## config.mk

```make
export PLATFORM = sky130hd
export DESIGN_NAME = exec_dispatch
export DESIGN_NICKNAME = d
export VERILOG_FILES = /design/src/hw/exec_pkg.sv /design/src/hw/exec_dispatch.sv
export SDC_FILE = /design/constraint.sdc
export NUM_CORES = 1
export LEC_CHECK = 0
export BUFFER_PORTS_ARGS = -buffer_cell sky130_fd_sc_hd__clkbuf_2
export CAP_MARGIN = 30
export CELL_PAD_IN_SITES_DETAIL_PLACEMENT = 1
export CELL_PAD_IN_SITES_GLOBAL_PLACEMENT = 2
export CORE_MARGIN = 2
export CORE_UTILIZATION = 38
export CTS_CLUSTER_DIAMETER = 60
export DETAILED_ROUTE_END_ITERATION = 7
export GPL_ROUTABILITY_DRIVEN = 0
export HOLD_SLACK_MARGIN = 0.03
export PLACE_DENSITY_LB_ADDON = 0.1
export REMOVE_ABC_BUFFERS = 1
export SLEW_MARGIN = 15
export SYNTH_ARGS = -nofsm -noshare
export SYNTH_HDL_FRONTEND = slang
export SYNTH_SLANG_ARGS = --single-unit
```

## constraint.sdc

```tcl
create_clock -name clk -period 9.3 [get_ports clk]
set_input_delay 0 -clock clk [delete_from_list [all_inputs] [get_ports clk]]
set_output_delay 0 -clock clk [all_outputs]
set_load 0.005 [all_outputs]
```

## src/hw/exec_pkg.sv

```systemverilog
package exec_pkg;

    localparam int XLEN        = 32;
    localparam int EX_LANES    = 4;
    localparam int ROB_DEPTH   = 8;
    localparam int TAG_W       = 3;
    localparam int IN_CREDITS  = 2;
    localparam int OUT_CREDITS = 2;
    localparam int MUL_STEPS   = 32;

    // Counter and pointer widths derived from the sizes above
    localparam int LANE_W    = $clog2(EX_LANES);
    localparam int ROB_CNT_W = TAG_W + 1;
    localparam int Q_PTR_W   = $clog2(IN_CREDITS);
    localparam int Q_CNT_W   = $clog2(IN_CREDITS + 1);
    localparam int CRED_W    = $clog2(OUT_CREDITS + 1);
    localparam int MUL_CNT_W = $clog2(MUL_STEPS + 1);

    typedef enum logic [5:0] {
        ADD, SUB, AND, OR, XOR, NOR,
        SLL, SRL, SRA, SLT, SLTU,
        ADDI, LUI, PCADD,
        MUL, MULH, MULHU,
        LD_W, LD_H, ST_W, ST_H,
        BEQ, BNE, BLT, BGEU, JIRL
    } op_e;

    typedef struct packed {
        op_e         op;
        logic [4:0]  rd;
        logic [4:0]  rj;
        logic [4:0]  rk;
        logic [10:0] pad;
    } reg_form_t;

    typedef struct packed {
        op_e         op;
        logic [4:0]  rd;
        logic [4:0]  rj;
        logic [15:0] si16;
    } imm_form_t;

    // Same 32-bit word, two decodings
    typedef union packed {
        reg_form_t reg_f;
        imm_form_t imm_f;
    } instr_word_u;

endpackage

```

## src/hw/exec_dispatch.sv

```systemverilog
module exec_dispatch (
    input  logic                         clk,
    input  logic                         rst_i,
    input  logic                         in_valid_i,
    input  logic [exec_pkg::XLEN-1:0]    in_instr_i,
    input  logic [exec_pkg::XLEN-1:0]    in_pc_i,
    input  logic [exec_pkg::XLEN-1:0]    in_src1_i,
    input  logic [exec_pkg::XLEN-1:0]    in_src2_i,
    input  logic [exec_pkg::EX_LANES-1:0] lane_credit_i,
    input  logic                         rob_credit_i,
    output logic                         in_credit_o,
    output logic [exec_pkg::EX_LANES-1:0] issue_valid_o,
    output logic [exec_pkg::TAG_W-1:0]   issue_tag_o,
    output logic [exec_pkg::XLEN-1:0]    issue_instr_o,
    output logic [exec_pkg::XLEN-1:0]    issue_pc_o,
    output logic [exec_pkg::XLEN-1:0]    issue_src1_o,
    output logic [exec_pkg::XLEN-1:0]    issue_src2_o
);

    logic [exec_pkg::XLEN-1:0]      q_instr [exec_pkg::IN_CREDITS];
    logic [exec_pkg::XLEN-1:0]      q_pc    [exec_pkg::IN_CREDITS];
    logic [exec_pkg::XLEN-1:0]      q_src1  [exec_pkg::IN_CREDITS];
    logic [exec_pkg::XLEN-1:0]      q_src2  [exec_pkg::IN_CREDITS];
    logic [exec_pkg::Q_PTR_W-1:0]   wr_ptr, rd_ptr;
    logic [exec_pkg::Q_CNT_W-1:0]   q_cnt;
    logic [exec_pkg::ROB_CNT_W-1:0] rob_cnt;
    logic [exec_pkg::TAG_W-1:0]     tag_cnt;
    logic [exec_pkg::EX_LANES-1:0]  lane_busy;
    logic [exec_pkg::LANE_W-1:0]    rr_ptr, sel;
    logic                           found, fire;

    // Search starts one past the last lane used
    always_comb begin
        logic [exec_pkg::LANE_W-1:0] idx;
        found = 1'b0;
        sel   = rr_ptr;
        for (int i = 1; i <= exec_pkg::EX_LANES; i++) begin
            idx = rr_ptr + (exec_pkg::LANE_W)'(i);
            if (!found && !lane_busy[idx]) begin
                found = 1'b1;
                sel   = idx;
            end
        end
    end

    assign fire = (q_cnt != '0) && found && (rob_cnt != '0);

    always_comb begin
        issue_valid_o = '0;
        if (fire) begin
            issue_valid_o[sel] = 1'b1;
        end
    end

    assign in_credit_o   = fire;
    assign issue_tag_o   = tag_cnt;
    assign issue_instr_o = q_instr[rd_ptr];
    assign issue_pc_o    = q_pc[rd_ptr];
    assign issue_src1_o  = q_src1[rd_ptr];
    assign issue_src2_o  = q_src2[rd_ptr];

    always_ff @(posedge clk) begin
        if (rst_i) begin
            wr_ptr    <= '0;
            rd_ptr    <= '0;
            q_cnt     <= '0;
            rob_cnt   <= (exec_pkg::ROB_CNT_W)'(exec_pkg::ROB_DEPTH);
            tag_cnt   <= '0;
            lane_busy <= '0;
            rr_ptr    <= (exec_pkg::LANE_W)'(exec_pkg::EX_LANES - 1);
        end else begin
            q_cnt     <= q_cnt + (exec_pkg::Q_CNT_W)'(in_valid_i) - (exec_pkg::Q_CNT_W)'(fire);
            rob_cnt   <= rob_cnt + (exec_pkg::ROB_CNT_W)'(rob_credit_i)
                         - (exec_pkg::ROB_CNT_W)'(fire);
            lane_busy <= (lane_busy | issue_valid_o) & ~lane_credit_i;
            if (in_valid_i) begin
                wr_ptr <= wr_ptr + (exec_pkg::Q_PTR_W)'(1);
            end
            if (fire) begin
                rd_ptr  <= rd_ptr + (exec_pkg::Q_PTR_W)'(1);
                tag_cnt <= tag_cnt + (exec_pkg::TAG_W)'(1);
                rr_ptr  <= sel;
            end
        end
    end

    always_ff @(posedge clk) begin
        if (in_valid_i) begin
            q_instr[wr_ptr] <= in_instr_i;
            q_pc[wr_ptr]    <= in_pc_i;
            q_src1[wr_ptr]  <= in_src1_i;
            q_src2[wr_ptr]  <= in_src2_i;
        end
    end

endmodule

```

Word-level counts from Yosys, hierarchy flattened
Memories as Yosys holds them, arrays and structs flattened. A register that Yosys moved wholly into a read port is not among the register bits.
Cells that the tools add are included.
{ "op_classes": {"n_bitwise": 3, "magnitude_cmp": 6, "n_reduce_logical": 13, "mux": 29, "add_sub_neg": 10} }
{ "op_table": {"columns": ["op", "n"], "rows": [
  ["$mux W1", 19],
  ["$lt A2 B3 Y1 const B", 5],
  ["$bmux W1 S2", 4],
  ["$mux W2", 4],
  ["$logic_and A1 B1 Y1", 6],
  ["$logic_not A1 Y1", 5],
  ["$add A2 B2 Y2 const B", 2],
  ["$add A4 B1 Y4", 1],
  ["$and A4 B4 Y4", 1],
  ["$mux W4", 1],
  ["$not A4 Y4", 1],
  ["$or A4 B4 Y4", 1],
  ["$reduce_bool A4 Y1", 1],
  ["$sub A4 B1 Y4", 1],
  ["$add A3 B1 Y3 const B", 1],
  ["$add A1 B1 Y1 const B", 2],
  ["$add A2 B1 Y2", 1],
  ["$add A2 B1 Y2 const B", 1],
  ["$demux W1 S2", 1],
  ["$ge A2 B1 Y1 const B", 1],
  ["$reduce_bool A2 Y1", 1],
  ["$sub A2 B1 Y2", 1]
]} }
{ "word_totals": {"ram_bits": 256, "register_bits": 17, "memories": 4, "elab_cells": 72} }
{ "mem_list": {"columns": ["memory", "depth", "width", "read_ports", "rd_clocked_by_memory_dff", "write_ports", "line_no", "text"], "rows": [
  ["q_instr", 2, 32, 1, 1, 1, "exec_dispatch.sv:20", "logic [exec_pkg::XLEN-1:0] q_instr [exec_pkg::IN_CREDITS];"],
  ["q_pc", 2, 32, 1, 1, 1, "exec_dispatch.sv:21", "logic [exec_pkg::XLEN-1:0] q_pc [exec_pkg::IN_CREDITS];"],
  ["q_src1", 2, 32, 1, 1, 1, "exec_dispatch.sv:22", "logic [exec_pkg::XLEN-1:0] q_src1 [exec_pkg::IN_CREDITS];"],
  ["q_src2", 2, 32, 1, 1, 1, "exec_dispatch.sv:23", "logic [exec_pkg::XLEN-1:0] q_src2 [exec_pkg::IN_CREDITS];"]
]} }

Depth between registers and ports, before layout
{ "logic_depth": {"ltp_word": 19, "depth_mapped": 12, "mapped_depth_nobuf": 12} }

Least setup slack after synthesis
No wires, ideal clock.
{ "synth_path": {"path_kind": "register to register", "startpoint": "reg wr_ptr", "endpoint": "mem q_instr[0][0] in the netlist's numbering (enable)", "path_slack_ns": 2.683, "setup_time_ns": 0.632, "arrival_time_ns": 5.985, "path_stages_with_launch": 2, "period_less_slack_ns": 6.617, "n_path_buf": 0, "cell_sequence": "dfxtp_1 nor2b_1"} }
{ "synth_lines": {"columns": ["item", "line_no", "text"], "rows": [
  ["start: declaration", "exec_dispatch.sv:24", "logic [exec_pkg::Q_PTR_W-1:0] wr_ptr, rd_ptr;"],
  ["start signal: assignment", "exec_dispatch.sv:77", "wr_ptr <= wr_ptr + (exec_pkg::Q_PTR_W)'(1);"],
  ["end: declaration", "exec_dispatch.sv:20", null]
]} }
No word-level cell before the write port.

==> summary.md <==
| Metric | Value |
|---|---|
| Routed WL per cell | `18.2 um` |
| Worst clock skew | `0.00865 ns` |
| Share of cells above drive strength 1 | `0.482` |
| Num CTS Buffers | `30` |
| Port-buffer cells | `271` |
| Max Cap Viol | `0` |
| Arrival time worst endpoint | `2.90 ns` |
| Slew margin rel. | `0.375` |
| Setup TNS | `0 ns` |
| Post-synth top cells | `edfxtp_1, mux2_2, dfxtp_1` |
| Seq. cell area | `8050 um2` |
| Final worst-path cycle share | `0.312` |
| Peak VDD IR | `0.167 mV` |
| Synth top area share | `0.757` |
| RSZ-0062 raised after global routing | `false` |
| Cell area after synthesis | `10200 um2` |
| Number of I/O pins | `272` |
| Most common cell in the synthesized netlist | `edfxtp_1` |
| Final nets | `1077` |
| Area occupied by multi-input gates | `2000 um2` |
| CP Data Required Time | `9.30 ns` |
| Die Area | `28000 um2` |
| Initial DRC Count | `330` |
| Fill cells | `2519` |
| Synth area leaders | `edfxtp_1, mux2_2, dfxtp_1` |
| Startpoint types | `flop` |
| Hold Path Stages | `2` |
| Detailed Place HPWL | `14800 um` |
| Synth cell types | `38` |
| Worst-path clk slew | `0.06 ns` |
| CTS tree | `yes` |
| Total GRT Usage | `0.167` |
| Sequential area share after synthesis | `0.793` |
| Worst slew pin tran | `0.937 ns` |
| Hold crit path type | `primary input to flop` |
| Synth-to-Final Area Change | `40.9%` |
| First-pass GRT wire length | `36700 um` |
| Initial antenna violation count | `1` |
| EDFF count, synth | `256` |
| Max Clock Freq | `345 MHz` |
| Core Region | `26100 um2` |
| Worst R2R Setup Slack | `6.80 ns` |
| Aggregate routed wire length | `23400 um` |
| DRT antenna net count | `0` |
| Buffers from clock root to sink, at most | `3` |
| Num rows | `59` |
| Hold endpoint | `q_instr[0][25]` |
| # setup viols final | `0` |
| Global route overflow | `0` |
| Via/cell ratio | `4.62` |
| Avg Inst Size Synth | `20.2 um2` |
| CTS Root Cell | `clkbuf_16` |
| Final Hold Viols | `0` |
| Synth area leader | `edfxtp_1` |
| Dpl cell area | `11900 um2` |
| Leakage Power | `5.53 nW` |
| Synthesized flop and latch total | `274` |
| Clock tree sinks | `274` |
| Yosys synthesis warning count | `0` |
| Die H | `167 um` |
| Pins Over Slew Limit | `0` |
| Vias in the first global route | `6630` |
| Violated checks | `DRC` |
| Crit path kind | `flop to output pin` |
| Run status | `finished, violations left` |
| Crit end category | `output pin` |
| Starting Density | `0.388` |
| Cells on worst reg2reg path | `10` |
| Via count | `5953` |
| CTS H-tree lvls | `1` |
| Cell Pwr Density | `240 nW/um2` |
| Hold wc startpoint | `in_instr_i[25]` |
| Reg2reg start | `rob_cnt[2]` |
| Final std cell area, no fill | `14300 um2` |
| Period minus WS final | `2.90 ns` |
| DR DRC count | `36` |
| Critical path peak fanout | `67` |
| Drt pass-1 iters | `6` |
| Post-synth top flop | `edfxtp_1` |
| Largest net degree at the start of global routing | `68` |
| # resized after CTS | `0` |
| Syn Inst Count | `503` |
| Worst skew pair latency | `0.54 ns` |
| Die W | `167 um` |
| Worst reg2reg path endpoint | `rob_cnt[0]` |
| Synth async-reset ratio | `0` |
==> critical path, stage by stage (launching register included) <==
cell      delay, ns
dfxtp_4        0.88
buf_4          0.83
mux2_2         0.42
clkbuf_2       0.14
==> repair_timing <==
action / CTS / global route
hold buffers: 137 / 0
setup buffers: 0 / 0
hold endpoints to repair: 273 / 0
==> layout by cell type, fill, tap and decap left out, types with 2 or more instances in the layout <==
cell type	count
inv_6	2
inv_1	9
clkbuf_1	5
or2_2	2
diode_2	2
nor2b_1	6
nand2_1	8
clkbuf_8	3
xor2_1	2
clkinv_2	4
clkinv_1	2
edfxtp_1	256
xnor2_1	6
clkbuf_2	271
clkbuf_16	31
a21oi_1	4
buf_4	4
ha_1	8
nor2_1	15
mux2_2	128
dfxtp_1	17
bufinv_16	4
dlygate4sd3_1	137
==> worst max-delay path by stage <==
stage,startpoint,to,slack [ns],cells after the start
detailed placement,wr_ptr,q_src1[1][6],6.78,2
finish,flop,issue_src1_o[16],6.40,3
global route,flop,issue_src1_o[16],6.19,3
floorplan,wr_ptr,q_instr[0][0],2.68,1
CTS,flop,issue_pc_o[22],6.29,3
global placement,wr_ptr,q_src1[1][30],6.83,2
==> report_power, final <==
group | internal (mW) | total [mW] | switching [mW]
logic | 0.386 | 0.714 | 0.328
clock network | 0.739 | 1.20 | 0.460
registers | 1.45 | 1.52 | 0.0708
==> flip-flops by register name, indices dropped and copies added (netlist names), named ones only <==
name,count
q_src1,64
rr_ptr,2
rob_cnt,4
q_src2,64
rd_ptr,1
q_cnt,2
lane_busy,4
q_pc,64
issue_tag_o,3
q_instr,64
wr_ptr,1
==> final cells by class <==
class / count / share of cell area
Antenna cell: 2 / 0.000350
Clock buffer: 39 / 0.0584
Clock inverter: 13 / 0.0121
Inverter: 10 / 0.00280
Multi-Input combinational cell: 203 / 0.140
Sequential cell: 274 / 0.563
Tap cell: 335 / 0.0293
Timing Repair Buffer: 413 / 0.194
==> kinds of logic after synthesis <==
group	synth area share
DFF	0.793
muxes	0.143
buffers and inverters	0.0115
xor gates and xnor gates	0.00690
AOI/OAI and AO/OA	0.0102
adders and majority gates	0.0118
and+or+nand+nor	0.0239
==> stage by stage <==
step	setup WS, ns	total power [mW]	util	hold WS, ns	std cells
after floorplan	2.68	1.96	-	0.0691	487
after CTS	6.29	3.49	0.547	0.161	1287
after global routing	6.19	3.60	0.547	0.173	1288
after global placement	6.83	2.20	0.455	0.188	1097
final	6.40	3.44	0.547	0.185	1289
after detailed placement	6.78	2.22	0.456	0.193	1098
==> per-layer routing <==
metal  up-vias  part of all wire  track usage
met1      2916              0.40        0.202
li1       2815                 -            -
met2       172              0.52        0.301
met3        50             0.048       0.0284
met4         0             0.031       0.0571
met5         -                 0            0
No activity file was read; power rests on OpenSTA's default activity.
