$ cat config.mk
export PLATFORM = sky130hd
export DESIGN_NAME = exec_retire
export DESIGN_NICKNAME = d
export VERILOG_FILES = /design/src/hw/exec_pkg.sv /design/src/hw/exec_retire.sv
export SDC_FILE = /design/constraint.sdc
export NUM_CORES = 2
export LEC_CHECK = 0
export ABC_CLOCK_PERIOD_IN_PS = 5260
export BUFFER_PORTS_ARGS = -buffer_cell sky130_fd_sc_hd__buf_4
export CORE_MARGIN = 2
export CORE_UTILIZATION = 50
export CTS_CLUSTER_DIAMETER = 100
export DETAILED_ROUTE_END_ITERATION = 7
export GPL_TIMING_DRIVEN = 0
export PLACE_DENSITY_LB_ADDON = 0.1
export SLEW_MARGIN = 40
export SYNTH_ARGS = -nofsm -noshare
export SYNTH_HDL_FRONTEND = slang
export SYNTH_SLANG_ARGS = --single-unit
$ cat constraint.sdc
create_clock -name clk -period 5.26 [get_ports clk]
set_clock_uncertainty 0.05 [all_clocks]
set_input_delay 0.263 -clock clk [delete_from_list [all_inputs] [get_ports clk]]
set_output_delay 0.263 -clock clk [all_outputs]
set_load 0.02 [all_outputs]
$ cat src/hw/exec_pkg.sv
package exec_pkg;

    localparam int XLEN        = 32;
    localparam int EX_LANES    = 4;
    localparam int ROB_DEPTH   = 8;
    localparam int TAG_W       = 3;
    localparam int IN_CREDITS  = 2;
    localparam int OUT_CREDITS = 2;
    localparam int MUL_STEPS   = 32;

    // Counter and pointer widths derived from the sizes above
    localparam int LANE_W    = $clog2(EX_LANES);
    localparam int ROB_CNT_W = TAG_W + 1;
    localparam int Q_PTR_W   = $clog2(IN_CREDITS);
    localparam int Q_CNT_W   = $clog2(IN_CREDITS + 1);
    localparam int CRED_W    = $clog2(OUT_CREDITS + 1);
    localparam int MUL_CNT_W = $clog2(MUL_STEPS + 1);

    typedef enum logic [5:0] {
        ADD, SUB, AND, OR, XOR, NOR,
        SLL, SRL, SRA, SLT, SLTU,
        ADDI, LUI, PCADD,
        MUL, MULH, MULHU,
        LD_W, LD_H, ST_W, ST_H,
        BEQ, BNE, BLT, BGEU, JIRL
    } op_e;

    typedef struct packed {
        op_e         op;
        logic [4:0]  rd;
        logic [4:0]  rj;
        logic [4:0]  rk;
        logic [10:0] pad;
    } reg_form_t;

    typedef struct packed {
        op_e         op;
        logic [4:0]  rd;
        logic [4:0]  rj;
        logic [15:0] si16;
    } imm_form_t;

    // Same 32-bit word, two decodings
    typedef union packed {
        reg_form_t reg_f;
        imm_form_t imm_f;
    } instr_word_u;

endpackage

$ cat src/hw/exec_retire.sv
module exec_retire (
    input  logic                          clk,
    input  logic                          rst_i,
    input  logic [exec_pkg::EX_LANES-1:0] res_valid_i,
    input  logic [exec_pkg::TAG_W-1:0]    res_tag_i       [exec_pkg::EX_LANES],
    input  logic [exec_pkg::XLEN-1:0]     res_wdata_i     [exec_pkg::EX_LANES],
    input  logic [4:0]                    res_rd_i        [exec_pkg::EX_LANES],
    input  logic [exec_pkg::EX_LANES-1:0] res_br_taken_i,
    input  logic [exec_pkg::XLEN-1:0]     res_br_target_i [exec_pkg::EX_LANES],
    input  logic [exec_pkg::EX_LANES-1:0] res_excp_ale_i,
    input  logic                          out_credit_i,
    output logic [exec_pkg::EX_LANES-1:0] lane_credit_o,
    output logic                          rob_credit_o,
    output logic                          out_valid_o,
    output logic [exec_pkg::XLEN-1:0]     out_wdata_o,
    output logic [4:0]                    out_rd_o,
    output logic                          out_br_taken_o,
    output logic [exec_pkg::XLEN-1:0]     out_br_target_o,
    output logic                          out_excp_ale_o
);

    logic [exec_pkg::XLEN-1:0]      slot_wdata  [exec_pkg::ROB_DEPTH];
    logic [4:0]                     slot_rd     [exec_pkg::ROB_DEPTH];
    logic [exec_pkg::XLEN-1:0]      slot_target [exec_pkg::ROB_DEPTH];
    logic [exec_pkg::ROB_DEPTH-1:0] slot_taken, slot_ale, filled;
    logic [exec_pkg::TAG_W-1:0]     head;
    logic [exec_pkg::CRED_W-1:0]    out_cnt;
    logic                           fire;

    // Every valid result is written this cycle, so the lane is free at once
    assign lane_credit_o = res_valid_i;
    assign fire          = filled[head] && (out_cnt != '0);

    always_ff @(posedge clk) begin
        if (rst_i) begin
            filled       <= '0;
            head         <= '0;
            out_cnt      <= (exec_pkg::CRED_W)'(exec_pkg::OUT_CREDITS);
            out_valid_o  <= 1'b0;
            rob_credit_o <= 1'b0;
        end else begin
            out_valid_o  <= fire;
            rob_credit_o <= fire;
            out_cnt      <= out_cnt + (exec_pkg::CRED_W)'(out_credit_i)
                            - (exec_pkg::CRED_W)'(fire);
            if (fire) begin
                filled[head] <= 1'b0;
                head         <= head + (exec_pkg::TAG_W)'(1);
            end
            for (int k = 0; k < exec_pkg::EX_LANES; k++) begin
                if (res_valid_i[k]) begin
                    filled[res_tag_i[k]] <= 1'b1;
                end
            end
        end
    end

    always_ff @(posedge clk) begin
        for (int k = 0; k < exec_pkg::EX_LANES; k++) begin
            if (res_valid_i[k]) begin
                slot_wdata[res_tag_i[k]]  <= res_wdata_i[k];
                slot_rd[res_tag_i[k]]     <= res_rd_i[k];
                slot_taken[res_tag_i[k]]  <= res_br_taken_i[k];
                slot_target[res_tag_i[k]] <= res_br_target_i[k];
                slot_ale[res_tag_i[k]]    <= res_excp_ale_i[k];
            end
        end
        if (fire) begin
            out_wdata_o     <= slot_wdata[head];
            out_rd_o        <= slot_rd[head];
            out_br_taken_o  <= slot_taken[head];
            out_br_target_o <= slot_target[head];
            out_excp_ale_o  <= slot_ale[head];
        end
    end

endmodule

# --- After elaboration in Yosys (flattened, before gate mapping) ---
# Memory sizes are Yosys's and may differ from the RTL's. A register that Yosys moved wholly into a read port is not among the register bits.
# Index checks and enable logic that the tools add are counted.
word_totals:
  reg_bits: 32
  ramBits: 552
  out_inout_bits: 77
  elab_cells: 86
  mem_count: 3
mem_list:
  columns: ["name", "words", "width", "read_ports", "rd_ports_with_merged_regs", "wr", "line_no", "rtl"]
  rows:
  - ["slot_target", 8, 32, 1, 1, 4, "exec_retire.sv:24", "logic [exec_pkg::XLEN-1:0] slot_target [exec_pkg::ROB_DEPTH];"]
  - ["slot_wdata", 8, 32, 1, 1, 4, "exec_retire.sv:22", "logic [exec_pkg::XLEN-1:0] slot_wdata [exec_pkg::ROB_DEPTH];"]
  - ["slot_rd", 8, 5, 1, 1, 4, "exec_retire.sv:23", "logic [4:0] slot_rd [exec_pkg::ROB_DEPTH];"]
classes:
  add_sub_neg: 3
  magnitude_cmp: 10
  n_mux: 49
  bitwise: 6
  n_reduce_logical: 7
op_table:
  columns: ["operator", "n"]
  rows:
  - ["8-bit 2-to-1 mux", 17]
  - ["8-bit bitwise mux", 8]
  - ["8-bit bitwise OR", 4]
  - ["3-bit by 4-bit less-than comparator with 1-bit output (second input constant)", 5]
  - ["1-bit 2-to-1 mux", 16]
  - ["1-bit demux with 3-bit select", 5]
  - ["3-bit by 1-bit greater-or-equal comparator with 1-bit output (second input constant)", 5]
  - ["1-bit binary-select mux with 3-bit select", 3]
  - ["8-bit bitwise AND", 1]
  - ["8-bit NOT", 1]
  - ["1-bit logical AND", 6]
  - ["3-bit by 1-bit adder with 3-bit output (second input constant)", 1]
  - ["2-bit by 1-bit adder with 2-bit output", 1]
  - ["2-bit nonzero test", 1]
  - ["2-bit by 1-bit subtractor with 2-bit output", 1]

# --- Longest topological paths before layout ---
depth:
  word_depth: 19
  depth_mapped: 11
  mapped_depth_nobuf: 9

# --- Worst setup path before layout ---
# No wires, ideal clock.
synth_timing:
  path_kind: "register -> register"
  start: "reg head[0] (netlist name)"
  end: "reg out_cnt[1] (netlist name)"
  setup_ps: 117
  arrival_ps: 5602
  t_required_ps: 5093
  setup_slack_ps: -508
  path_stages_with_launch: 12
  n_path_buf: 2
  path_cell_list: "dfxtp_1 buf_4 buf_6 mux2i_1 mux4_2 nor2_1 ha_1 inv_1 ha_1 xor2_1 xnor2_1 nand2b_1"
synth_via:
  elab_chain_len: 4
synth_rtl:
  columns: ["element", "line_no", "rtl"]
  rows:
  - ["start, declared", "exec_retire.sv:26", "logic [exec_pkg::TAG_W-1:0] head;"]
  - ["start signal, assigned", "exec_retire.sv:48", "head <= head + (exec_pkg::TAG_W)'(1);"]
  - ["1-bit binary-select mux with 3-bit select", "exec_retire.sv:32", "assign fire = filled[head] && (out_cnt != '0);"]
  - ["1-bit 2-to-1 mux (implied by the code)", "exec_retire.sv:32", null]
  - ["1-bit logical AND", "exec_retire.sv:32", null]
  - ["named net fire", "exec_retire.sv:28", "logic fire;"]
  - ["2-bit by 1-bit subtractor with 2-bit output", "exec_retire.sv:45", "- (exec_pkg::CRED_W)'(fire);"]
  - ["end signal, assigned", "exec_retire.sv:38", "out_cnt <= (exec_pkg::CRED_W)'(exec_pkg::OUT_CREDITS);"]
  - ["end signal, assigned", "exec_retire.sv:44", "out_cnt <= out_cnt + (exec_pkg::CRED_W)'(out_credit_i)"]
  - ["end, declared", "exec_retire.sv:27", "logic [exec_pkg::CRED_W-1:0] out_cnt;"]
# The timed path passes the listed nets, and every way through them passes these cells. The select of a mux whose other input is x is not followed.
# A chain may end at the register's enable or synchronous reset.

# --- Worst setup path after layout ---
layout_timing:
  start: "reg head[2] (netlist name)"
  end: "reg out_cnt[0] (netlist name)"
# Same word-level chain as after synthesis.

==> Implementation_results.wiki <==
{| class="wikitable"
! Metric !! Value
|-
| Result of the run || completed
|-
| Post-CTS Setup Bufs || 0
|-
| Crit path launch || head[2]$_SDFFE_PP0N_
|-
| Yosys Warn Count || 0
|-
| Pwr dens || 320 nW/um^2
|-
| Total of fill cells in the finished design || between 7k and 8k
|-
| Total placed cells including tap cells || 5255
|-
| Floorplan die height || 299 um
|-
| # port buffers || between 90 and 100
|-
| Total Wirelength || 184000 um
|-
| Core Rows || 108
|-
| Final min period || 3400 ps
|-
| Number of global-route vias before repair || 36.1k
|-
| Placed wire-length estimate || 126000 um
|-
| Final hold violations || 0
|-
| CTS tree || yes
|-
| Cell area after technology mapping || approximately 43000 sq um
|-
| Max Freq || 0.294 GHz
|-
| Most frequent standard cell in the layout excluding fill and tap cells || sky130_fd_sc_hd__edfxtp_1
|-
| Gate count after technology mapping || 3939
|-
| Clock-pin slew on the worst setup and hold paths || 60 ps
|-
| Die Wd || 299 um
|-
| Largest net degree at the start of global routing || 42
|-
| Final ANT Viol Nets || 0
|-
| Top library cells by usage in the layout, fill and taps aside || sky130_fd_sc_hd__edfxtp_1, sky130_fd_sc_hd__nor2_1, sky130_fd_sc_hd__mux2i_1, sky130_fd_sc_hd__a21o_1, sky130_fd_sc_hd__a211oi_1
|-
| Initial core utilization || 0.502
|-
| GRT Util Overall || 0.402
|-
| Critical Path Sink Type || register
|-
| Max IR drop VDD || 239 uV
|-
| Sequential cell area fraction in the yosys report || 0.444
|-
| Via density per instance || 6.85
|-
| Weighted congestion reported at the end of routability-driven placement || 0.932
|-
| Met2 Usage GRT || 0.607
|-
| Met3 usage || 0.108
|-
| Total of flip-flops plus latches after synthesis || 653
|-
| Area of combinational cells with multiple inputs || roughly 21000 sq um
|-
| Worst setup SP type || register
|-
| Met1 routing resource usage after global routing || 0.522
|-
| Transition time of the tightest slew-check pin || ~980 ps
|-
| Sum Neg Setup Slack || 0 ps
|-
| Post-cts repair resize count || 0
|-
| Max-slew violation count || 0
|-
| Unrepaired setup endpoints after global routing || false
|-
| Drt first pass iters || 8
|-
| Mean instance size in the synthesized netlist || 11.0 sq um
|-
| Total overflow reported by the global router || 0
|-
| Leakage power || 20.6 nW
|-
| Share of the core filled with cells in the final layout || 0.568
|-
| Number of antenna violations at the first check in global routing || 55
|-
| Clock sinks || 653
|-
| Worst path required time || 5740 ps
|-
| Crit Path Max Fanout || 12
|-
| HP Class || input pin to register
|-
| Net count reported at finish || 4491
|-
| H-Tree Level Count || 3
|-
| Number of buffers created by CTS || 79
|-
| Maximum buffer depth of the clock tree || 3
|-
| Rel. slew slack || 0.344
|-
| Clock insertion delay at the later pin of the skew report || 640 ps
|-
| Number of failing setup endpoints in the final timing report || 0
|-
| Post-route fraction of the period consumed by the critical path || 0.646
|-
| Arr. time, crit path || 3880 ps
|-
| Io pins || 380
|-
| Startpoint of the most critical register-to-register path || head[2]$_SDFFE_PP0N_
|-
| Via total after detailed routing || 37.3k
|-
| Layout overhead on the synthesized area || 13.2%
|-
| Unique cell type count in the Yosys netlist || between 40 and 50
|-
| Most Crowded Layer GR || met2
|-
| Global-route wire length before repair || between 200000 and 300000 um
|-
| Violation count after the first detailed-route iteration || 5088
|-
| Net Count, Synth || 4245
|-
| Residual DRC || 0
|-
| Placeable core region || 86500 sq um
|-
| Startpoint of the worst hold path || res_excp_ale_i[0]
|-
| Final cell count without fillers || between 5k and 6k
|-
| Die Area || 89300 sq um
|-
| Root buf cell || sky130_fd_sc_hd__clkbuf_16
|-
| Proportion of layout cells with a drive suffix above 1 || 0.181
|-
| Seq. cell area || roughly 19000 sq um
|-
| Critical setup path kind || register to register
|-
| Max-cap violations || 0
|-
| Avg WL per Cell || 33.8 um
|}
-- repair_timing --
action	CTS	global route
hold buffers	4	0
endpoints found under the setup margin	0	0
hold endpoints to repair	20	0
-- synth_stat cells (all sizes together) --
master / instances / area (sq um)
a211oi: 557 / 4180
a21o: 560 / 4200
a21oi: 44 / 220
and4b: 1 / 10.0
and4bb: 5 / 62.6
buf: 262 / 1250
clkbuf: 381 / 1460
dfxtp: 30 / 601
edfxtp: 623 / 18700
ha: 3 / 37.5
inv: 7 / 26.3
mux2: 82 / 923
mux2i: 564 / 5650
mux4: 144 / 3240
nand2: 9 / 33.8
nand2b: 1 / 6.26
nand3: 5 / 25.0
nand3b: 1 / 7.51
nand4: 7 / 43.8
nand4b: 12 / 105
nand4bb: 3 / 33.8
nor2: 576 / 2160
nor2b: 6 / 37.5
nor3: 6 / 35.0
nor3b: 5 / 47.5
nor4: 3 / 18.8
nor4b: 7 / 67.6
nor4bb: 6 / 60.1
o21ai: 20 / 100
o41ai: 1 / 8.76
or2: 1 / 6.26
or3: 1 / 6.26
or4: 3 / 30.0
or4b: 1 / 10.0
xnor2: 1 / 8.76
xor2: 1 / 8.76
-- report_power, final --
group	switching, W	internal, W	total, W	leakage [nW]
logic	0.00195	0.00145	0.00339	13.2
clock network	0.00235	0.00331	0.00566	1.26
registers	0.000188	0.00650	0.00668	6.06
-- registers in the layout, summed over array words and instances (netlist names) --
register / count
slot_target: 256
slot_wdata: 256
slot_rd: 40
out_br_target_o: 32
out_wdata_o: 32
filled: 8
slot_ale: 8
slot_taken: 8
out_rd_o: 5
head: 3
out_cnt: 2
out_br_taken_o: 1
out_excp_ale_o: 1
out_valid_o: 1
-- cell type report --
class                      count  share of cell area
sequential                   653               0.393
buffer                       643              0.0564
inverter                       7            0.000687
clock buffer                 101              0.0436
clock inverter                40             0.00865
multi-input combinational   2636               0.436
antenna                       39             0.00199
tap                         1155              0.0294
timing repair buffer         165              0.0306
-- through the flow --
| step | hold slack, ps | worst slack, ps | power [W] | area, sq um |
|---|---|---|---|---|
| floorplan | 285 | 850 | 0.00892 | 43400 |
| global placement | 415 | -4260 | 0.00998 | 45600 |
| detailed placement | 418 | 1920 | 0.0101 | 46400 |
| CTS | 42.9 | 1940 | 0.0156 | 49000 |
| global route | 90.6 | 1810 | 0.0161 | 49100 |
| finish | 59.5 | 1860 | 0.0157 | 49200 |
-- routing by layer --
| metal | share of wire | wire length [um] | up-vias |
|---|---|---|---|
| li1 | - | - | 15500 |
| met1 | 0.37 | 68100 | 18400 |
| met4 | 0.064 | 11800 | 40 |
| met2 | 0.44 | 81600 | 2731 |
| met3 | 0.12 | 21900 | 685 |
| met5 | 0.0014 | 253 | - |
-- critical path, cell delays in order, from the launching register on --
cell and delay (ps):
sky130_fd_sc_hd__dfxtp_1 300, sky130_fd_sc_hd__buf_2 520, sky130_fd_sc_hd__mux4_2 710, sky130_fd_sc_hd__nor2_4 440
sky130_fd_sc_hd__ha_1 320, sky130_fd_sc_hd__inv_1 50, sky130_fd_sc_hd__ha_1 210, sky130_fd_sc_hd__nor2b_1 130
sky130_fd_sc_hd__dlygate4sd3_1 550
-- cell families after synthesis --
| logic type | count (synthesis) | share of synthesized area |
|---|---|---|
| AND/OR/NAND/NOR | 659 | 0.0647 |
| adder cells (fa/ha/maj) | 3 | 0.000864 |
| AO/OA/AOI/OAI | 1182 | 0.201 |
| buffers and inverters | 650 | 0.0631 |
| multiplexers | 790 | 0.226 |
| XOR/XNOR | 2 | 0.000403 |
| flip-flops | 653 | 0.444 |
-- final timing paths --
check,to,slack (ps),cells after the start
worst min-delay path,slot_ale[5]$_DFF_P_,60,4
worst max register to register,out_cnt[0]$_SDFF_PP0_,1860,8
worst max-delay path,out_cnt[0]$_SDFF_PP0_,1860,8
worst min register to register,filled[1]$_SDFF_PP0_,440,2
No activity file was read; power rests on OpenSTA's default activity.
