### src/hw/exec_pkg.sv
package exec_pkg;

    localparam int XLEN        = 32;
    localparam int EX_LANES    = 4;
    localparam int ROB_DEPTH   = 8;
    localparam int TAG_W       = 3;
    localparam int IN_CREDITS  = 2;
    localparam int OUT_CREDITS = 2;
    localparam int MUL_STEPS   = 32;

    // Counter and pointer widths derived from the sizes above
    localparam int LANE_W    = $clog2(EX_LANES);
    localparam int ROB_CNT_W = TAG_W + 1;
    localparam int Q_PTR_W   = $clog2(IN_CREDITS);
    localparam int Q_CNT_W   = $clog2(IN_CREDITS + 1);
    localparam int CRED_W    = $clog2(OUT_CREDITS + 1);
    localparam int MUL_CNT_W = $clog2(MUL_STEPS + 1);

    typedef enum logic [5:0] {
        ADD, SUB, AND, OR, XOR, NOR,
        SLL, SRL, SRA, SLT, SLTU,
        ADDI, LUI, PCADD,
        MUL, MULH, MULHU,
        LD_W, LD_H, ST_W, ST_H,
        BEQ, BNE, BLT, BGEU, JIRL
    } op_e;

    typedef struct packed {
        op_e         op;
        logic [4:0]  rd;
        logic [4:0]  rj;
        logic [4:0]  rk;
        logic [10:0] pad;
    } reg_form_t;

    typedef struct packed {
        op_e         op;
        logic [4:0]  rd;
        logic [4:0]  rj;
        logic [15:0] si16;
    } imm_form_t;

    // Same 32-bit word, two decodings
    typedef union packed {
        reg_form_t reg_f;
        imm_form_t imm_f;
    } instr_word_u;

endpackage

### src/hw/iter_mul.sv
module iter_mul (
    input  logic                      clk,
    input  logic                      rst_i,
    input  logic                      start_i,
    input  logic [5:0]                op_i,
    input  logic [exec_pkg::XLEN-1:0] a_i,
    input  logic [exec_pkg::XLEN-1:0] b_i,
    output logic                      done_o,
    output logic [exec_pkg::XLEN-1:0] product_o
);

    logic [2*exec_pkg::XLEN-1:0]    prod, mcand, full;
    logic [exec_pkg::XLEN-1:0]      mplier, mag_a, mag_b;
    logic [exec_pkg::MUL_CNT_W-1:0] cnt;
    logic                           active, neg, high;
    logic                           is_signed, a_neg, b_neg;

    // MULHU is the only unsigned flavour
    assign is_signed = op_i != exec_pkg::MULHU;
    assign a_neg     = is_signed && a_i[exec_pkg::XLEN-1];
    assign b_neg     = is_signed && b_i[exec_pkg::XLEN-1];
    assign mag_a     = a_neg ? -a_i : a_i;
    assign mag_b     = b_neg ? -b_i : b_i;

    assign done_o    = active && (cnt == (exec_pkg::MUL_CNT_W)'(exec_pkg::MUL_STEPS));
    assign full      = neg ? -prod : prod;
    assign product_o = high ? full[2*exec_pkg::XLEN-1:exec_pkg::XLEN]
                            : full[exec_pkg::XLEN-1:0];

    always_ff @(posedge clk) begin
        if (rst_i) begin
            active <= 1'b0;
        end else if (start_i) begin
            active <= 1'b1;
        end else if (done_o) begin
            active <= 1'b0;
        end
    end

    always_ff @(posedge clk) begin
        if (start_i) begin
            cnt    <= '0;
            prod   <= '0;
            mcand  <= {{exec_pkg::XLEN{1'b0}}, mag_a};
            mplier <= mag_b;
            neg    <= a_neg ^ b_neg;
            high   <= op_i != exec_pkg::MUL;
        end else if (active && !done_o) begin
            if (mplier[0]) begin
                prod <= prod + mcand;
            end
            mcand  <= mcand << 1;
            mplier <= mplier >> 1;
            cnt    <= cnt + (exec_pkg::MUL_CNT_W)'(1);
        end
    end

endmodule

### src/hw/exec_lane.sv
module exec_lane (
    input  logic                       clk,
    input  logic                       rst_i,
    input  logic                       issue_valid_i,
    input  logic [exec_pkg::TAG_W-1:0] issue_tag_i,
    input  logic [exec_pkg::XLEN-1:0]  issue_instr_i,
    input  logic [exec_pkg::XLEN-1:0]  issue_pc_i,
    input  logic [exec_pkg::XLEN-1:0]  issue_src1_i,
    input  logic [exec_pkg::XLEN-1:0]  issue_src2_i,
    input  logic                       res_taken_i,
    output logic                       res_valid_o,
    output logic [exec_pkg::TAG_W-1:0] res_tag_o,
    output logic [exec_pkg::XLEN-1:0]  res_wdata_o,
    output logic [4:0]                 res_rd_o,
    output logic                       res_br_taken_o,
    output logic [exec_pkg::XLEN-1:0]  res_br_target_o,
    output logic                       res_excp_ale_o
);

    exec_pkg::instr_word_u     word;
    exec_pkg::op_e             op;
    logic [15:0]               si16;
    logic [exec_pkg::XLEN-1:0] a, b, imm, addr;
    logic [exec_pkg::XLEN-1:0] wdata, target, product;
    logic                      is_reg, is_mul, taken, ale, mul_done;

    assign word = issue_instr_i;
    assign op   = word.reg_f.op;
    assign si16 = word.imm_f.si16;
    assign a    = issue_src1_i;

    always_comb begin
        is_reg = 1'b0;
        is_mul = 1'b0;
        imm    = {{16{si16[15]}}, si16};
        case (op)
            exec_pkg::ADD, exec_pkg::SUB, exec_pkg::AND, exec_pkg::OR,
            exec_pkg::XOR, exec_pkg::NOR, exec_pkg::SLL, exec_pkg::SRL,
            exec_pkg::SRA, exec_pkg::SLT, exec_pkg::SLTU: is_reg = 1'b1;
            exec_pkg::MUL, exec_pkg::MULH, exec_pkg::MULHU: begin
                is_reg = 1'b1;
                is_mul = 1'b1;
            end
            exec_pkg::LUI: imm = {si16, 16'b0};
            exec_pkg::BEQ, exec_pkg::BNE, exec_pkg::BLT, exec_pkg::BGEU,
            exec_pkg::JIRL: imm = {{14{si16[15]}}, si16, 2'b00};
            default: ;
        endcase
    end

    assign b    = is_reg ? issue_src2_i : imm;
    assign addr = a + b;

    always_comb begin
        wdata  = '0;
        taken  = 1'b0;
        target = issue_pc_i + imm;
        ale    = 1'b0;
        case (op)
            exec_pkg::ADD, exec_pkg::ADDI: wdata = addr;
            exec_pkg::SUB:   wdata = a - b;
            exec_pkg::AND:   wdata = a & b;
            exec_pkg::OR:    wdata = a | b;
            exec_pkg::XOR:   wdata = a ^ b;
            exec_pkg::NOR:   wdata = ~(a | b);
            exec_pkg::SLL:   wdata = a << b[4:0];
            exec_pkg::SRL:   wdata = a >> b[4:0];
            exec_pkg::SRA:   wdata = $signed(a) >>> b[4:0];
            exec_pkg::SLT:   wdata = {31'b0, $signed(a) < $signed(b)};
            exec_pkg::SLTU:  wdata = {31'b0, a < b};
            exec_pkg::LUI:   wdata = b;
            exec_pkg::PCADD: wdata = issue_pc_i + b;
            exec_pkg::LD_W, exec_pkg::ST_W: begin
                wdata = addr;
                ale   = addr[1:0] != 2'b00;
            end
            exec_pkg::LD_H, exec_pkg::ST_H: begin
                wdata = addr;
                ale   = addr[0];
            end
            // Branch compares use the register values, not the offset
            exec_pkg::BEQ:  taken = a == issue_src2_i;
            exec_pkg::BNE:  taken = a != issue_src2_i;
            exec_pkg::BLT:  taken = $signed(a) < $signed(issue_src2_i);
            exec_pkg::BGEU: taken = a >= issue_src2_i;
            exec_pkg::JIRL: begin
                taken  = 1'b1;
                target = addr;
            end
            default: ;
        endcase
        if (op inside {exec_pkg::BEQ, exec_pkg::BNE, exec_pkg::BLT,
                       exec_pkg::BGEU, exec_pkg::JIRL}) begin
            wdata = issue_pc_i + 32'd4;
        end
    end

    iter_mul u_iter_mul (
        .clk       (clk),
        .rst_i     (rst_i),
        .start_i   (issue_valid_i && is_mul),
        .op_i      (op),
        .a_i       (a),
        .b_i       (issue_src2_i),
        .done_o    (mul_done),
        .product_o (product)
    );

    always_ff @(posedge clk) begin
        if (rst_i) begin
            res_valid_o <= 1'b0;
        end else if (mul_done || (issue_valid_i && !is_mul)) begin
            res_valid_o <= 1'b1;
        end else if (res_taken_i) begin
            res_valid_o <= 1'b0;
        end
    end

    always_ff @(posedge clk) begin
        if (issue_valid_i) begin
            res_tag_o       <= issue_tag_i;
            res_rd_o        <= word.reg_f.rd;
            res_wdata_o     <= wdata;
            res_br_taken_o  <= taken;
            res_br_target_o <= target;
            res_excp_ale_o  <= ale;
        end else if (mul_done) begin
            res_wdata_o <= product;
        end
    end

endmodule

### config.mk
export PLATFORM = sky130hd
export DESIGN_NAME = exec_lane
export DESIGN_NICKNAME = d
export VERILOG_FILES = /design/src/hw/exec_pkg.sv /design/src/hw/iter_mul.sv /design/src/hw/exec_lane.sv
export SDC_FILE = /design/constraint.sdc
export NUM_CORES = 2
export LEC_CHECK = 0
export BUFFER_PORTS_ARGS = -buffer_cell sky130_fd_sc_hd__buf_2
export CORE_UTILIZATION = 40
export DETAILED_ROUTE_END_ITERATION = 10
export PLACE_DENSITY_LB_ADDON = 0.2
export SYNTH_ARGS = -nofsm -noshare
export SYNTH_HDL_FRONTEND = slang
export SYNTH_SLANG_ARGS = --single-unit
### constraint.sdc
create_clock -name clk -period 6.2 [get_ports clk]
set_clock_uncertainty 0.1 [all_clocks]
set_input_delay 0.31 -clock clk [delete_from_list [all_inputs] [get_ports clk]]
set_output_delay 0.31 -clock clk [all_outputs]
set_load 0.02 [all_outputs]
# == After elaboration in Yosys (flattened, before gate mapping) ==
# Index checks and enable logic that the tools add are counted.
# W data, S select, Z words.
# classes
n_eq_ne,30
shift,3
order_cmp,4
n_mux,23
n_reduce_logical,23
bitwise,5
addsub,10
# op_table
cell,n
$pmux W32 S13,1
$mux W32,12
$add A32 B32 Y32,3
$lt A32 B32 Y1,3
$add A64 B64 Y64,1
$mux W64,1
$neg A32 Y32,2
$neg A64 Y64,1
$pmux W31 S2,1
$eq A6 B5 Y1 const B,10
$eq A6 B4 Y1 const B,8
$add A32 B3 Y32 const B,1
$and A32 B32 Y32,1
$eq A32 B32 Y1,1
$ge A32 B32 Y1,1
$ne A32 B32 Y1,1
$not A32 Y32,1
$or A32 B32 Y32,1
$shl A32 B5 Y32,1
$shr A32 B5 Y32,1
$sshr A32 B5 Y32,1
$sub A32 B32 Y32,1
$xor A32 B32 Y32,1
$eq A6 B3 Y1 const B,4
22 further kinds,39
# totals
out_inout_bits,75
regBits,244
elab_cells,113
inputBits,135

# == Depth between registers and ports, before layout ==
# depth
depth_word,9
depth_mapped,24
depth_no_buf,19

# == Modules after synthesis ==
# A second synthesis with hierarchy kept.
# hier_totals
hier_cells,4206
hier_area_um2,30520.5
# modules_own_cells
mod,cells_per_inst,n_inst,area_per_inst_um2,seq_area_each_um2
exec_lane,2502,1,17420.5,2242.2
iter_mul,1704,1,13100.1,4043.9

# == Least setup slack after synthesis ==
# Ideal clock, no wire load.
# synth_path
path_type,in2reg
start,input issue_instr_i[27] in the netlist's numbering
end,register res_wdata_o[26] in the netlist's numbering (data pin)
setup_time_ns,0.261
required_time_ns,5.839
path_slack_ns,0.691
stages,22
t_arrival_ns,5.148
path_buffers,5
path_cell_list,buf_2 > or2_0 > clkbuf_1 > a2bb2oi_1 > o211ai_1 > a31o_2 > inv_2 > buf_2 > buf_2 > buf_1 > ha_1 > nor2b_1 > o31a_1 > o21ai_0 > nand3_1 > a31oi_1 > a211oi_1 > a211oi_1 > xnor2_1 > nand2b_1 > o2111ai_1 > o32a_1
# synth_via
elab_chain_len,9
elab_cells_between_ends,46
classes_between,add/sub (3); eq/ne (25); shift (3); mux (6); bitwise (4); reduce/logical (5)
# synth_rtl
item,line,rtl
start: declaration,exec_lane.sv:6,"input logic [exec_pkg::XLEN-1:0] issue_instr_i,"
branches (longest 7 deep; another with $add A32 B32 Y32),-,
$mux W32 (*),exec_lane.sv:92,"if (op inside {exec_pkg::BEQ, exec_pkg::BNE, exec_pkg::BLT,"
$mux W32 (*),exec_lane.sv:120,if (issue_valid_i) begin
end signal: assignment,exec_lane.sv:123,res_wdata_o <= wdata;
end signal: assignment,exec_lane.sv:128,res_wdata_o <= product;
end: declaration,exec_lane.sv:13,"output logic [exec_pkg::XLEN-1:0] res_wdata_o,"
# Mark *: on every way between the ends.
# A chain may end at the register's enable or synchronous reset.

# == Final worst setup path ==
# layout_path
start,input issue_instr_i[28] in the netlist's numbering
end,register res_wdata_o[31] in the netlist's numbering (data pin)
# layout_via
elab_chain_len,9
elab_cells_between_ends,46
classes_between,add/sub (3); eq/ne (25); shift (3); mux (6); bitwise (4); reduce/logical (5)
# layout_rtl
item,line
branches (longest 7 deep; another with $add A32 B32 Y32),-
$mux W32 (*),exec_lane.sv:92
$mux W32 (*),exec_lane.sv:120
# Marked as above.

==> metrics.csv <==
metric;value;unit
CTS tree;yes;
final core occ;44.8;%
vias in the first global route;31700;
routed via count;33400;
DR WL/cell;27.3;um
post-synthesis cell type count;93;
mux contribution to synthesized area;5.89;%
Critical Path End Type;flop;
Fillers;7861;
Sequential Power Share;25.3;%
dpl hpwl;112000;um
post-synthesis compound-gate area fraction;28.8;%
die height;279;um
H-tree levels;2;
clock share of power;20.4;%
RSZ-0062 raised after global routing;no;
gp weighted congestion;1.06;
post-synth top area cell;edfxtp_1;
layout overhead on the synthesized area;10.7;%
worst-margin pin slew;1.25;ns
Post-Syn Nets;4528;
syn_area_per_cell;7.41;um^2
final hold vios;0;
CTS Root Cell;clkbuf_16;
core footprint;75800;um^2
largest family of logic cells by synthesized area;compound AO/OA/AOI/OAI gates;
die area;77700;um^2
total grt overflow;0;
deepest clock path buffer count;3;
initial antenna violation count;3;
worst hold path class;in -> reg;
Clock Sinks;244;
Synth Area in XOR/XNOR;8.52;%
initial core utilization;40.4;%
Worst-Skew Late Latency;0.59;ns
Synth top area share;13.7;%
Startpoint Class;input port;
PD cells;290;nW/um^2
layout cells sized above 1;10.3;%
Fin Setup TNS;0;ns
worst path required time;6.43;ns
largest net degree at the start of global routing;68;
global-route wire length before repair;207000;um
Top-Level Pins;210;
Yosys reg bits;244;
CTS Buf Count;34;
crit path DAT;5.51;ns
EDFF count, synth;140;
Syn Inst Count;4135;
CTS clk-pin slew, worst paths;0.05;ns
top post-synthesis cells by area;edfxtp_1 (14%), ha_1 (10%), nand2_1 (6.8%), dfxtp_1 (6.8%), a21oi_1 (6.3%);
Max Cap Viol;0;
VDD IR max;0.207;mV
CTS resizes;0;
Synth Area in Simple Gates;20.4;%
DR DRC count;0;
Synth async-reset ratio;0;%
Psw;4.60;mW
Logic pwr share;54.3;%
Mapped Area;30600;um^2
Die W;279;um
status;finished, final reports clean;
Port Buffers;204;
Leak;14.3;nW
final std cells w/o fill;5234;
post-route ant nets;0;
num rows;101;
switching share of power;46.7;%
Rel. slew slack;16.4;%
vias per cell;6.38;
DRT Pass-1 Iters;6;
Internal Dissipation;5.24;mW
fin. max-slew vios;0;
Top FF cell, synth;edfxtp_1;
Placed Cells;5163;
endpoints failing setup;0;
f_max;189;MHz
CP Class;in -> reg;
nets;4624;
Worst R2R Setup Slack;1.36;ns
Synth Area in Adders;10.6;%
Final Cycle Share;85.3;%
Yosys warning total;0;
clock period minus worst slack;5.29;ns
register area share after synthesis;20.5;%
worst-path maximum fanout;16;
GR Util All Layers;35.6;%
worst hold margin;0.0747;ns
Routed WL;143000;um
initial DRC count;3301;
## per-layer routing
layer | wire, um | track usage, % | part of all wire (%) | vias to the layer above
met4 | 9670 | 21.8 | 6.8 | 4
met5 | 27 | 0 | 0.019 | -
li1 | - | - | - | 15400
met2 | 63700 | 57.3 | 45 | 1743
met3 | 11800 | 5.36 | 8.3 | 385
met1 | 57600 | 44.9 | 40 | 15800
## layout make-up
type,instances,area [um^2],area share (%)
inverters,176,662,1.95
clock buffers,54,1030,3.03
multi-input cells,3468,22800,67.2
well taps,978,1220,3.61
flip-flops and latches,244,6290,18.5
repair buffers,307,1860,5.48
clock inverters,6,80.1,0.236
diodes,1,2.50,0.00737
## critical path, stage by stage
cell and delay (ns):
buf_2 0.28, nand2b_1 0.37, a2bb2oi_1 0.43, o211ai_1 0.25
a31o_2 0.32, inv_2 0.10, ha_1 0.26, a21oi_1 0.20
a31oi_1 0.27, o21ai_0 0.45, o21ai_0 0.29, a31o_2 0.35
a41o_1 0.31, a2111oi_0 0.51, o21ai_0 0.21, xnor2_1 0.21
a22oi_1 0.28, a21oi_1 0.10
## power by group through the flow
stage | clock network, mW | registers (mW) | logic [mW]
floorplan | 0 | 2.48 | 3.58
finish | 2.01 | 2.49 | 5.35
global placement | 0 | 2.51 | 5.19
global route | 2.10 | 2.54 | 5.77
CTS | 2.05 | 2.48 | 5.23
detailed placement | 0 | 2.51 | 5.19
## kinds of logic (layout without fill, tap and decap cells)
| logic type | Yosys count | count (layout) |
|---|---|---|
| and+or+nand+nor | 1378 | 1378 |
| AOI/OAI and AO/OA | 1363 | 1363 |
| buffers and inverters | 423 | 543 |
| xor gates and xnor gates | 298 | 298 |
| adders and majority gates | 259 | 259 |
| DFF | 244 | 244 |
| muxes | 170 | 170 |
| other | 0 | 1 |
## cell usage after synthesis (10+ instances only)
| cell type | number |
|---|---|
| nor3_1 | 78 |
| and2_1 | 18 |
| o31a_1 | 14 |
| xnor2_1 | 201 |
| o21bai_1 | 43 |
| a31oi_1 | 65 |
| a22oi_1 | 31 |
| buf_2 | 33 |
| a21oi_1 | 383 |
| xor2_1 | 97 |
| ha_1 | 255 |
| o21ai_0 | 287 |
| or3_1 | 28 |
| a221oi_1 | 34 |
| or4_1 | 12 |
| inv_1 | 171 |
| a31o_2 | 14 |
| o211ai_1 | 25 |
| and3_1 | 28 |
| o221ai_1 | 11 |
| o22ai_1 | 28 |
| nor2_1 | 350 |
| o2111ai_1 | 21 |
| a21o_1 | 102 |
| nand2_1 | 556 |
| a211o_1 | 10 |
| mux2_2 | 22 |
| a2111oi_0 | 15 |
| mux2i_1 | 142 |
| dfxtp_1 | 104 |
| o31ai_1 | 45 |
| nand3_1 | 99 |
| edfxtp_1 | 140 |
| buf_1 | 26 |
| clkbuf_1 | 187 |
| nand4_1 | 66 |
| a211oi_1 | 75 |
| nand2b_1 | 35 |
| or2_2 | 13 |
| nor4_1 | 34 |
| o41ai_1 | 17 |
| o21a_1 | 43 |
| nor2b_1 | 29 |
## cell usage in the layout (no fill, tap or decap), types with 66 or more instances in the layout
cell type	n
xor2_1	97
a21o_1	100
nand3_1	99
nor2_1	344
nor3_1	77
buf_4	91
a21oi_1	383
o21ai_0	286
a211oi_1	75
inv_1	170
buf_2	203
nand4_1	66
ha_1	255
nand2_1	553
dfxtp_1	104
mux2i_1	142
edfxtp_1	140
xnor2_1	201
## metrics by stage
step	cell area (um^2)	setup slack, ns	power (mW)
after floorplan	30600	0.691	6.07
final	33900	0.913	9.84
after detailed placement	32700	0.481	7.70
after CTS	33900	1.08	9.76
after global routing	33900	0.604	10.4
after global placement	32700	0.483	7.70
## final timing paths
| path | startpoint | to | cells after the start |
|---|---|---|---|
| hold / removal | issue_src2_i[30] | u_iter_mul.mplier[30]$_DFFE_PP_ | 3 |
| setup / recovery | issue_instr_i[28] | res_wdata_o[31]$_DFFE_PP_ | 18 |
| hold reg to reg | u_iter_mul.mcand[51]$_SDFFE_PP0P_ | u_iter_mul.mcand[52]$_SDFFE_PP0P_ | 2 |
| setup reg to reg | u_iter_mul.prod[6]$_SDFFE_PP0P_ | res_wdata_o[23]$_DFFE_PP_ | 11 |
## state kept, by name, summed over array words and instances (netlist names), 3 cells and up
name and count:
res_br_target_o 32, res_rd_o 5, res_tag_o 3, res_wdata_o 32
u_iter_mul.cnt 6, u_iter_mul.mcand 64, u_iter_mul.mplier 32, u_iter_mul.prod 64
## what timing repair did
action,4_1_cts,5_1_grt
buffers inserted,0,0
hold endpoints to repair,10,0
hold buffers,10,0
No activity file was read; power rests on OpenSTA's default activity.
